### src/common/sb_defines.svh
`ifndef SB_DEFINES_SVH
`define SB_DEFINES_SVH

// ----------------------------------------------------------------------
// scoreboard sizing
// ----------------------------------------------------------------------

// number of in-flight instructions tracked by the queue
// must stay a power of two, pointers wrap by plain overflow
`define SB_NR_ENTRIES 8

// width of a result word written back by a functional unit
`define SB_XLEN 32

// integer register address width, 32 architectural registers
`define SB_REG_ADDR_BITS 5

// exception cause code width
`define SB_CAUSE_BITS 4

`endif
### src/common/sb_pkg.sv
`include "sb_defines.svh"

package sb_pkg;

  // queue index, doubles as the transaction id handed out at issue
  typedef logic [$clog2(`SB_NR_ENTRIES)-1:0] trans_id_t;

  // integer register address
  typedef logic [`SB_REG_ADDR_BITS-1:0] reg_addr_t;

  // result word
  typedef logic [`SB_XLEN-1:0] xlen_t;

  // exception cause
  typedef logic [`SB_CAUSE_BITS-1:0] cause_t;

  // functional unit that executes an instruction
  // NONE means the instruction finishes without any unit
  typedef enum logic [2:0] {
    NONE   = 3'd0,
    ALU    = 3'd1,
    BRANCH = 3'd2,
    LOAD   = 3'd3,
    STORE  = 3'd4,
    MULT   = 3'd5,
    CSR    = 3'd6
  } fu_t;

  // one decoded instruction as it moves through the scoreboard
  // valid is set once the result is in
  typedef struct packed {
    trans_id_t trans_id;
    fu_t       fu;
    reg_addr_t rd;
    xlen_t     result;
    logic      valid;
    logic      ex_valid;
    cause_t    ex_cause;
  } sb_entry_t;

  // single write-back beat from the functional units
  typedef struct packed {
    logic      valid;
    trans_id_t trans_id;
    xlen_t     data;
    logic      ex_valid;
    cause_t    ex_cause;
  } wb_t;

  // stored queue slot, issued marks an occupied slot
  typedef struct packed {
    logic      issued;
    sb_entry_t entry;
  } sb_slot_t;

  // result of one source operand lookup
  typedef struct packed {
    logic  valid;
    xlen_t data;
  } operand_t;

endpackage

### src/scoreboard/scoreboard.sv
`timescale 1ns/1ps
`include "sb_defines.svh"

module scoreboard
  import sb_pkg::*;
(
  input  logic                                 clk_i,
  input  logic                                 rst_ni,
  // flush controls
  input  logic                                 flush_i,
  input  logic                                 flush_unissued_i,
  input  logic                                 unresolved_branch_i,
  // decoder side
  input  sb_entry_t                            decoded_instr_i,
  input  logic                                 decoded_valid_i,
  output logic                                 decoded_ack_o,
  // issue side
  output sb_entry_t                            issue_instr_o,
  output logic                                 issue_valid_o,
  input  logic                                 issue_ack_i,
  // write-back port
  input  wb_t                                  wb_i,
  // commit port
  output sb_entry_t                            commit_instr_o,
  input  logic                                 commit_ack_i,
  output logic                                 sb_full_o,
  // pending writer per integer register
  output fu_t [2**`SB_REG_ADDR_BITS-1:0]       rd_clobber_o,
  // operand reads
  input  reg_addr_t                            rs1_i,
  input  reg_addr_t                            rs2_i,
  output xlen_t                                rs1_o,
  output xlen_t                                rs2_o,
  output logic                                 rs1_valid_o,
  output logic                                 rs2_valid_o
);

  // slot array, owned by the queue and read by the lookups
  sb_slot_t [`SB_NR_ENTRIES-1:0] slots;

  sb_entry_queue entry_queue_inst (
    .clk_i               (clk_i),
    .rst_ni              (rst_ni),
    .flush_i             (flush_i),
    .flush_unissued_i    (flush_unissued_i),
    .unresolved_branch_i (unresolved_branch_i),
    .decoded_instr_i     (decoded_instr_i),
    .decoded_valid_i     (decoded_valid_i),
    .decoded_ack_o       (decoded_ack_o),
    .issue_instr_o       (issue_instr_o),
    .issue_valid_o       (issue_valid_o),
    .issue_ack_i         (issue_ack_i),
    .wb_i                (wb_i),
    .commit_instr_o      (commit_instr_o),
    .commit_ack_i        (commit_ack_i),
    .sb_full_o           (sb_full_o),
    .slots_o             (slots)
  );

  sb_clobber_table clobber_table_inst (
    .slots_i      (slots),
    .rd_clobber_o (rd_clobber_o)
  );

  // forwarding also sees the live write-back beat
  sb_operand_fwd operand_fwd_inst (
    .slots_i     (slots),
    .wb_i        (wb_i),
    .rs1_i       (rs1_i),
    .rs2_i       (rs2_i),
    .rs1_o       (rs1_o),
    .rs2_o       (rs2_o),
    .rs1_valid_o (rs1_valid_o),
    .rs2_valid_o (rs2_valid_o)
  );

endmodule

### src/scoreboard/sb_operand_fwd.sv
`timescale 1ns/1ps
`include "sb_defines.svh"

module sb_operand_fwd
  import sb_pkg::*;
(
  input  sb_slot_t [`SB_NR_ENTRIES-1:0]  slots_i,
  input  wb_t                            wb_i,
  input  reg_addr_t                      rs1_i,
  input  reg_addr_t                      rs2_i,
  output xlen_t                          rs1_o,
  output xlen_t                          rs2_o,
  output logic                           rs1_valid_o,
  output logic                           rs2_valid_o
);

  localparam int unsigned NR_ENTRIES = `SB_NR_ENTRIES;

  operand_t rs1_fwd;
  operand_t rs2_fwd;

  // ----------------------------------------------------------------------
  // lookup shared by both read ports
  // ----------------------------------------------------------------------

  function automatic operand_t fwd_lookup(
    input sb_slot_t [NR_ENTRIES-1:0] slots,
    input wb_t                       wb,
    input reg_addr_t                 rs
  );
    operand_t res;
    res = '0;
    // finished entries, lowest index has priority
    for (int i = NR_ENTRIES - 1; i >= 0; i--) begin
      if (slots[i].issued && slots[i].entry.valid && slots[i].entry.rd == rs) begin
        res.valid = 1'b1;
        res.data  = slots[i].entry.result;
      end
    end
    // live write-back beat overrides stored results
    // a faulting beat carries no usable data
    if (wb.valid && !wb.ex_valid && slots[wb.trans_id].entry.rd == rs) begin
      res.valid = 1'b1;
      res.data  = wb.data;
    end
    // x0 reads come from the register file
    if (rs == '0) begin
      res.valid = 1'b0;
    end
    return res;
  endfunction

  // ----------------------------------------------------------------------
  // read ports
  // ----------------------------------------------------------------------

  always_comb begin
    rs1_fwd = fwd_lookup(slots_i, wb_i, rs1_i);
    rs2_fwd = fwd_lookup(slots_i, wb_i, rs2_i);
  end

  assign rs1_o       = rs1_fwd.data;
  assign rs1_valid_o = rs1_fwd.valid;
  assign rs2_o       = rs2_fwd.data;
  assign rs2_valid_o = rs2_fwd.valid;

endmodule

### src/scoreboard/sb_clobber_table.sv
`timescale 1ns/1ps
`include "sb_defines.svh"

module sb_clobber_table
  import sb_pkg::*;
(
  input  sb_slot_t [`SB_NR_ENTRIES-1:0]     slots_i,
  output fu_t [2**`SB_REG_ADDR_BITS-1:0]    rd_clobber_o
);

  localparam int unsigned NR_ENTRIES = `SB_NR_ENTRIES;
  localparam int unsigned NR_REGS    = 2**`SB_REG_ADDR_BITS;

  // one bit per register and slot, set where an issued slot writes it
  logic [NR_REGS-1:0][NR_ENTRIES-1:0] writer;

  // ----------------------------------------------------------------------
  // decode destination registers
  // ----------------------------------------------------------------------

  always_comb begin
    writer = '0;
    for (int unsigned i = 0; i < NR_ENTRIES; i++) begin
      writer[slots_i[i].entry.rd][i] = slots_i[i].issued;
    end
    // x0 is hardwired, never pending
    writer[0] = '0;
  end

  // ----------------------------------------------------------------------
  // fixed priority select, lowest slot index wins
  // ----------------------------------------------------------------------

  always_comb begin
    for (int unsigned r = 0; r < NR_REGS; r++) begin
      rd_clobber_o[r] = NONE;
      // walk downwards so the lowest matching slot is written last
      for (int i = NR_ENTRIES - 1; i >= 0; i--) begin
        if (writer[r][i]) begin
          rd_clobber_o[r] = slots_i[i].entry.fu;
        end
      end
    end
  end

endmodule

### src/scoreboard/sb_entry_queue.sv
`timescale 1ns/1ps
`include "sb_defines.svh"

module sb_entry_queue
  import sb_pkg::*;
(
  input  logic                           clk_i,
  input  logic                           rst_ni,
  input  logic                           flush_i,
  input  logic                           flush_unissued_i,
  input  logic                           unresolved_branch_i,
  input  sb_entry_t                      decoded_instr_i,
  input  logic                           decoded_valid_i,
  output logic                           decoded_ack_o,
  output sb_entry_t                      issue_instr_o,
  output logic                           issue_valid_o,
  input  logic                           issue_ack_i,
  input  wb_t                            wb_i,
  output sb_entry_t                      commit_instr_o,
  input  logic                           commit_ack_i,
  output logic                           sb_full_o,
  output sb_slot_t [`SB_NR_ENTRIES-1:0]  slots_o
);

  localparam int unsigned NR_ENTRIES = `SB_NR_ENTRIES;

  sb_slot_t [NR_ENTRIES-1:0] slots_q, slots_n;

  // issue pointer is the next free slot, commit pointer the oldest one
  trans_id_t issue_ptr_q, issue_ptr_n;
  trans_id_t commit_ptr_q, commit_ptr_n;

  // occupancy, same width as the index so it saturates at depth minus one
  logic [$bits(trans_id_t)-1:0] cnt_q, cnt_n;

  logic full;
  logic issue_en;

  // all ones in the count means no room for another entry
  assign full      = &cnt_q;
  assign sb_full_o = full;
  assign slots_o   = slots_q;

  // ----------------------------------------------------------------------
  // issue and commit views
  // ----------------------------------------------------------------------

  always_comb begin
    // pass the decoded instruction through, tagged with its slot
    issue_instr_o          = decoded_instr_i;
    issue_instr_o.trans_id = issue_ptr_q;
    // hold off issue behind an unresolved branch
    issue_valid_o          = decoded_valid_i & ~unresolved_branch_i & ~full;
    decoded_ack_o          = issue_ack_i & ~full;
  end

  always_comb begin
    // oldest slot goes straight to commit
    commit_instr_o          = slots_q[commit_ptr_q].entry;
    commit_instr_o.trans_id = commit_ptr_q;
  end

  // nothing enters while unissued work is being dropped
  assign issue_en = decoded_valid_i & decoded_ack_o & ~flush_unissued_i;

  // ----------------------------------------------------------------------
  // slot updates
  // ----------------------------------------------------------------------

  always_comb begin
    slots_n = slots_q;

    // new entry at the issue pointer, no result yet
    if (issue_en) begin
      slots_n[issue_ptr_q].issued      = 1'b1;
      slots_n[issue_ptr_q].entry       = issue_instr_o;
      slots_n[issue_ptr_q].entry.valid = 1'b0;
    end

    // unit-less instructions are done one cycle after issue
    for (int unsigned i = 0; i < NR_ENTRIES; i++) begin
      if (slots_q[i].issued && slots_q[i].entry.fu == NONE) begin
        slots_n[i].entry.valid = 1'b1;
      end
    end

    // write-back, stale beats to empty slots are dropped
    if (wb_i.valid && slots_q[wb_i.trans_id].issued) begin
      slots_n[wb_i.trans_id].entry.valid  = 1'b1;
      slots_n[wb_i.trans_id].entry.result = wb_i.data;
      // keep any earlier exception unless a new one arrives
      if (wb_i.ex_valid) begin
        slots_n[wb_i.trans_id].entry.ex_valid = 1'b1;
        slots_n[wb_i.trans_id].entry.ex_cause = wb_i.ex_cause;
      end
    end

    // retire the oldest slot
    if (commit_ack_i) begin
      slots_n[commit_ptr_q].issued      = 1'b0;
      slots_n[commit_ptr_q].entry.valid = 1'b0;
    end
  end

  // ----------------------------------------------------------------------
  // pointers and count
  // ----------------------------------------------------------------------

  // wrap by overflow, depth is a power of two
  assign issue_ptr_n  = issue_ptr_q + trans_id_t'(issue_en);
  assign commit_ptr_n = commit_ptr_q + trans_id_t'(commit_ack_i);
  assign cnt_n        = cnt_q + trans_id_t'(issue_en) - trans_id_t'(commit_ack_i);

  always_ff @(posedge clk_i or negedge rst_ni) begin
    if (!rst_ni) begin
      slots_q      <= '0;
      issue_ptr_q  <= '0;
      commit_ptr_q <= '0;
      cnt_q        <= '0;
    end else if (flush_i) begin
      // full flush empties every slot
      slots_q      <= '0;
      issue_ptr_q  <= '0;
      commit_ptr_q <= '0;
      cnt_q        <= '0;
    end else begin
      slots_q      <= slots_n;
      issue_ptr_q  <= issue_ptr_n;
      commit_ptr_q <= commit_ptr_n;
      cnt_q        <= cnt_n;
    end
  end

endmodule

### config.mk
export PLATFORM = sky130hd
export DESIGN_NAME = scoreboard
export DESIGN_NICKNAME = d
export VERILOG_FILES = /design/src/common/sb_pkg.sv /design/src/scoreboard/scoreboard.sv /design/src/scoreboard/sb_operand_fwd.sv /design/src/scoreboard/sb_clobber_table.sv /design/src/scoreboard/sb_entry_queue.sv
export VERILOG_INCLUDE_DIRS = /design/src /design/src/common
export SDC_FILE = /design/constraint.sdc
export NUM_CORES = 2
export LEC_CHECK = 0
export ABC_AREA = 1
export BUFFER_PORTS_ARGS = -buffer_cell sky130_fd_sc_hd__buf_2
export CORE_ASPECT_RATIO = 0.75
export CORE_UTILIZATION = 35
export CTS_BUF_LIST = sky130_fd_sc_hd__clkbuf_8
export DETAILED_ROUTE_END_ITERATION = 6
export MAX_ROUTING_LAYER = met4
export PLACE_DENSITY = 0.54
export SLEW_MARGIN = 10
export SYNTH_ARGS = -nofsm -noshare
export SYNTH_HDL_FRONTEND = slang
export SYNTH_SLANG_ARGS = --single-unit
### constraint.sdc
create_clock -name clk_i -period 6 [get_ports clk_i]
set_input_delay 0.9 -clock clk_i [delete_from_list [all_inputs] [get_ports clk_i]]
set_output_delay 0.9 -clock clk_i [all_outputs]
set_load 0.1 [all_outputs]
Word level (Yosys, flattened, before mapping)
Cells that the tools add are included.
- register bits after elaboration: 409
- bits in latches: 0
- memory bits (writable): 0
- ROM bits: 0
- input bits: 108
- output and inout port bits: 263
- word-level logic and storage cells: 517
- memories kept: 0
- $add $sub $neg: 4
- multipliers: 0
- div/mod/pow operators: 0
- magnitude comparators: 22
- eq/ne operators: 18
- shift-type cells: 0
- mux-type cells: 338
- bitwise logic cells: 9
- reduce and logical (&&, ||, !) cells: 59
- operators by type and width (kind ; count):
    bitwise mux 400 bit ; 9
    two-way mux 400 bit ; 5
    bitwise mux 256 bit ; 7
    demux 50 bit (select 3 bit) ; 9
    two-way mux 3 bit ; 252
    two-way mux 33 bit ; 18
    demux 8 bit (select 5 bit) ; 8
    binary-select mux 50 bit (select 3 bit) ; 2
    bitwise AND 256 bit ; 1
    two-way mux 50 bit ; 3
    equality test 5 bit ; 18
    two-way mux 49 bit ; 1
    < comparator 5 x 6 -> 1 bit, second input constant ; 8
    logical AND 1 bit ; 47
    two-way mux 46 bit ; 1
    >= comparator 5 x 1 -> 1 bit, second input constant ; 8
    two-way mux 38 bit ; 1
    zero test 3 bit ; 8
    two-way mux 6 bit ; 4
    < comparator 3 x 4 -> 1 bit, second input constant ; 3
    two-way mux 1 bit ; 11
    zero test 5 bit ; 2
    two-way mux 5 bit ; 2
    adder 3 x 1 -> 3 bit ; 3
    10 further kinds ; 19

Longest topological paths before layout
- depth after elaboration: 20
- depth in mapped cells: 16
- gate-level depth less buffers: 15

By module
From an unflattened synthesis, not the netlist that was laid out.
- cell total of the unflattened synthesis: 8712
- area, all modules: 47003.8 um^2
- modules (own cells, without submodules) (module ; instances ; cells an instance ; area an instance (um^2) ; sequential area each (um^2)):
    sb_entry_queue ; 1 ; 4708 ; 29335.6 ; 10234.8
    sb_clobber_table ; 1 ; 2265 ; 9630.5 ; 0.0
    sb_operand_fwd ; 1 ; 1739 ; 8037.7 ; 0.0

Worst setup path after synthesis
Ideal clock, no wire load.
- kind: input-to-output
- start: input rs2_i[2]
- end: output rs2_valid_o
- data arrival time: 3.671 ns
- slack: 1.429 ns
- cell stages on the path: 9
- buffers on the path: 2
- cell sequence: buf_4 inv_1 nor2_1 nor3_1 nand3_1 nand2_1 clkbuf_1 inv_1 a31oi_1
- longest elaborated chain between the ends: 12
- ends and longest elaborated chain (element ; line ; RTL):
    start: declaration ; scoreboard.sv:31 ; input reg_addr_t rs2_i,
    equality test 5 bit ; sb_operand_fwd.sv:35 ; if (slots[i].issued && slots[i].entry.valid && slots[i].entry.rd == rs) begin
    logical AND 1 bit ; sb_operand_fwd.sv:35 ;
    two-way mux 33 bit (8 in series) ; sb_operand_fwd.sv:35 ;
    two-way mux 33 bit ; sb_operand_fwd.sv:42 ; if (wb.valid && !wb.ex_valid && slots[wb.trans_id].entry.rd == rs) begin
    two-way mux 1 bit * ; sb_operand_fwd.sv:47 ; if (rs == '0) begin
    end: declaration ; scoreboard.sv:35 ; output logic rs2_valid_o
Mark *: on every way between the ends. The rest lies on a longest branch, timed or not.

==> flow_summary.rst <==
.. list-table::
   :header-rows: 1

   * - Metric
     - Value
   * - Remaining DRCs
     - 0
   * - # nets final
     - 6230
   * - Actual transition at the worst max-transition pin
     - 1.20 ns
   * - MaxCap Viol Count
     - 0
   * - Class of the tightest hold or removal check
     - in2async
   * - Sequence of cells on the critical path
     - inv_1 > a21oi_1 > nand2_1 > a22oi_1 > o21ai_0 > a21oi_1 > buf_2
   * - Post-synthesis to final-layout area growth
     - 12.5%
   * - Kind of capture point of the worst setup path
     - output pin
   * - Number of flops mapped to enable cells by yosys
     - 0
   * - Class of the most critical setup path
     - reg2out
   * - Number of cells on the worst reg-to-reg path
     - 9
   * - Clock latency reported for the late side of the worst-skew pair
     - 0.75 ns
   * - Outcome
     - complete, no violations
   * - Setup Total Neg Slack
     - 0 ns
   * - CTS buffer count
     - 68
   * - Distinct cell type count of the synthesized netlist
     - 42
   * - Fraction of layout cells with a size suffix above 1
     - 0.103
   * - Static leakage power
     - 19.9 nW
   * - Routed wire length per instance
     - 26.3 um
   * - Overall die area
     - 0.106 sq mm
   * - Post-route cell area
     - 0.0413 sq mm
   * - Worst path required time
     - 5.10 ns
   * - Routability congestion estimate
     - 1.07
   * - Total half-perimeter wirelength after legalization and detailed placement
     - 135 mm
   * - RSZ-0062 raised after global routing
     - no
   * - Peak supply drop
     - 164 uV
   * - Final wirelength
     - 200 mm
   * - Horizontal extent of the die
     - 376 um
   * - I/O pins
     - 371
   * - Critical path origin
     - entry_queue_inst.slots_o[294]
   * - Fraction of the cycle the final worst path needs
     - 0.890
   * - Post-layout min period
     - 5.34 ns
   * - Layout filler cell count
     - 11.4k
   * - Final standard cell utilization of the core
     - 0.399
   * - Leading area contributor after synthesis
     - sky130_fd_sc_hd__dfrtp_1
   * - CTS hold repair buffers
     - 0
   * - Effective utilization at floorplan
     - 0.355
   * - Area contributors post-synth
     - sky130_fd_sc_hd__dfrtp_1, sky130_fd_sc_hd__nand2_1, sky130_fd_sc_hd__a21oi_1
   * - DIE HEIGHT
     - 283 um
   * - Source of the worst register-to-register timing path
     - entry_queue_inst.cnt_q[1]
   * - R2r setup slk
     - 2.55 ns
   * - Maximum root-to-sink buffer count
     - 3
   * - Worst relative slew slack
     - 0.199
   * - First-pass GRT wire length
     - 282 mm
   * - Vias in the first global route
     - 39.8k
   * - Final setup skew
     - 0.0370 ns
   * - Worst hold slack
     - 0.176 ns
   * - Total via count after detailed routing
     - 45.5k
   * - PD cells
     - 158 mW/mm^2
   * - Number of nets with antenna violations after detailed routing
     - 0
   * - First-pass detailed-route iteration total
     - 6
   * - Compound-Gate Fraction of Synth Area
     - 0.287
   * - Std-Cell Core Area
     - 0.104 sq mm
   * - IO Port Bufs
     - 362
   * - Post-CTS setup repair buffer count
     - 0
   * - TritonCTS clock tree
     - yes
   * - Total overflow reported by the global router
     - 0
   * - Number of cell rows
     - 102
   * - Via/cell ratio
     - 6.00
   * - Global-route total usage across every layer
     - 0.371
   * - # clock sinks
     - 385
   * - Area after detailed placement
     - 0.0400 sq mm
   * - Multiplexer share of the synthesized area
     - 0.0425
   * - Post-Syn Area
     - 0.0367 sq mm
   * - Kind of start point of the critical path
     - flop
   * - Crit-path max FO
     - 20
   * - Dominant combinational cell family by area after synthesis
     - compound AO/OA/AOI/OAI gates
   * - Number of failing hold endpoints at the final stage
     - 0
   * - Post-synthesis share of cell area spent on xor and xnor gates
     - 0.00429
   * - Yosys warning total
     - 0
   * - Deepest level of the CTS H-tree
     - 3
   * - Count of final setup violators
     - 0
   * - Post-synthesis sequential element count
     - 385
   * - Root buffer selected by CTS
     - sky130_fd_sc_hd__clkbuf_8
   * - Worst path max stage delay
     - 0.91 ns
   * - Fmax
     - 187 MHz
   * - Instance count of the mapped netlist
     - 6083
   * - Pin count of the biggest net entering global routing
     - 162
   * - Post-synthesis average cell area
     - 6.04 sq um
   * - Crit path arrival time
     - 4.44 ns
   * - Adder-cell share of the synthesized area
     - 0.00259
   * - Initial antenna violation count
     - 20
   * - Area share of the leading cell type in the synthesized netlist
     - 0.262
   * - Final Max Tran Viols
     - 0
   * - Post-synthesis async set-or-reset flop share
     - 1.00
   * - Slowest library cell on the worst path
     - sky130_fd_sc_hd__dfrtp_1
   * - Iter 0 DRT Violations
     - 7008
   * - Sequential cell area fraction in the yosys report
     - 0.262
   * - Most used flip-flop cell after synthesis
     - sky130_fd_sc_hd__dfrtp_1
   * - Clock transition time at the flip-flop clock pins of the worst setup and hold paths
     - 0.07 ns
   * - Crit-path most repeated cell
     - sky130_fd_sc_hd__a21oi_1
   * - End of the worst register-to-register path
     - entry_queue_inst.slots_o[27]
   * - Resized Gates After CTS
     - 0
   * - Simple-gate portion of the synthesized area
     - 0.281
how the worst max path moves through the flow:
stage / to / slack (ns) / cells after the start
after floorplan: rs2_valid_o / 1.43 / 9
after global placement: rs1_o[14] / 1.08 / 11
after detailed placement: rs1_o[14] / 1.03 / 11
after CTS: rd_clobber_o[77] / 0.82 / 10
after global routing: rs1_o[31] / 0.50 / 11
final: rd_clobber_o[7] / 0.66 / 7
sequential cells by signal, indices dropped and copies added (netlist names):
signal                         flops
entry_queue_inst.issue_ptr_q       3
entry_queue_inst.cnt_q             3
entry_queue_inst.commit_ptr_q      3
entry_queue_inst.slots_o         376
synthesized netlist by cell type (13+ instances only):
cell,instances
sky130_fd_sc_hd__nand2_1,1287
sky130_fd_sc_hd__a21oi_1,833
sky130_fd_sc_hd__o21ai_0,825
sky130_fd_sc_hd__nor2_1,610
sky130_fd_sc_hd__inv_1,509
sky130_fd_sc_hd__nand3_1,396
sky130_fd_sc_hd__dfrtp_1,385
sky130_fd_sc_hd__clkbuf_1,264
sky130_fd_sc_hd__mux2i_1,156
sky130_fd_sc_hd__o22ai_1,143
sky130_fd_sc_hd__buf_2,133
sky130_fd_sc_hd__nor3_1,82
sky130_fd_sc_hd__o21ai_1,64
sky130_fd_sc_hd__buf_4,58
sky130_fd_sc_hd__o211ai_1,53
sky130_fd_sc_hd__nand3b_1,46
sky130_fd_sc_hd__o2111ai_1,37
sky130_fd_sc_hd__buf_1,26
sky130_fd_sc_hd__nand4_1,21
sky130_fd_sc_hd__a22oi_1,20
sky130_fd_sc_hd__buf_6,17
sky130_fd_sc_hd__inv_2,17
sky130_fd_sc_hd__clkinv_1,14
sky130_fd_sc_hd__a31oi_1,13
worst max-delay path: cells and delay by family (launching register included):
family	cells	cell delay, ns
AO/OA/AOI/OAI	4	1.41
buffers and inverters	2	1.23
AND/OR/NAND/NOR	1	0.12
flip-flops	1	0.91
kinds of logic (layout without fill, tap and decap cells):
family                   after synthesis  in the layout
AND/OR/NAND/NOR                     2479           2479
AO/OA/AOI/OAI                       1999           1999
buffers and inverters               1038           1119
flip-flops                           385            385
multiplexers                         156            156
XOR/XNOR                              18             18
adder cells (fa/ha/maj)                7              7
other                                  1             24
layer usage:
layer | vias to the layer above | part of all wire | global-route usage
met5 | - | 0 | -
met4 | 0 | 0.030 | 0.104
met3 | 391 | 0.15 | 0.134
met2 | 3193 | 0.39 | 0.482
met1 | 21351 | 0.43 | 0.526
li1 | 20608 | - | -
per-stage QoR:
stage                     instances  power, mW  worst slack [ns]
final                          7591       6.54             0.657
after global routing           7588       6.73             0.496
after CTS                      7570       6.53             0.822
after detailed placement       7449       4.05              1.03
after global placement         7449       4.05              1.08
after floorplan                6085       3.65              1.43
cell usage in the layout, fill, tap and decap left out, drive strengths merged, types with 30 or more instances in the layout:
cell	n
inv	563
o211ai	53
o21ai	889
nand3b	46
mux2i	156
nand3	403
dfrtp	385
nand4	30
nor2	611
o2111ai	37
o22ai	143
clkbuf	77
buf	458
nand2	1288
a21oi	834
nor3	88
cell type report:
type / instances / area (sq um) / area share
diodes: 21 / 52.6 / 0.00127
clock buffers: 77 / 1060 / 0.0256
clock inverters: 44 / 213 / 0.00515
inverters: 540 / 2040 / 0.0494
multi-input cells: 4662 / 23000 / 0.555
flip-flops and latches: 385 / 9640 / 0.233
well taps: 1404 / 1760 / 0.0425
repair buffers: 458 / 3630 / 0.0877
power by group:
part / total, mW / internal [mW] / switching, mW / leakage, nW
Clock: 2.50 / 1.19 / 1.32 / 0.766
Sequential: 2.66 / 2.62 / 0.0414 / 5.36
Combinational: 1.37 / 0.219 / 1.15 / 13.8
Power figures use the tool's default switching activity.
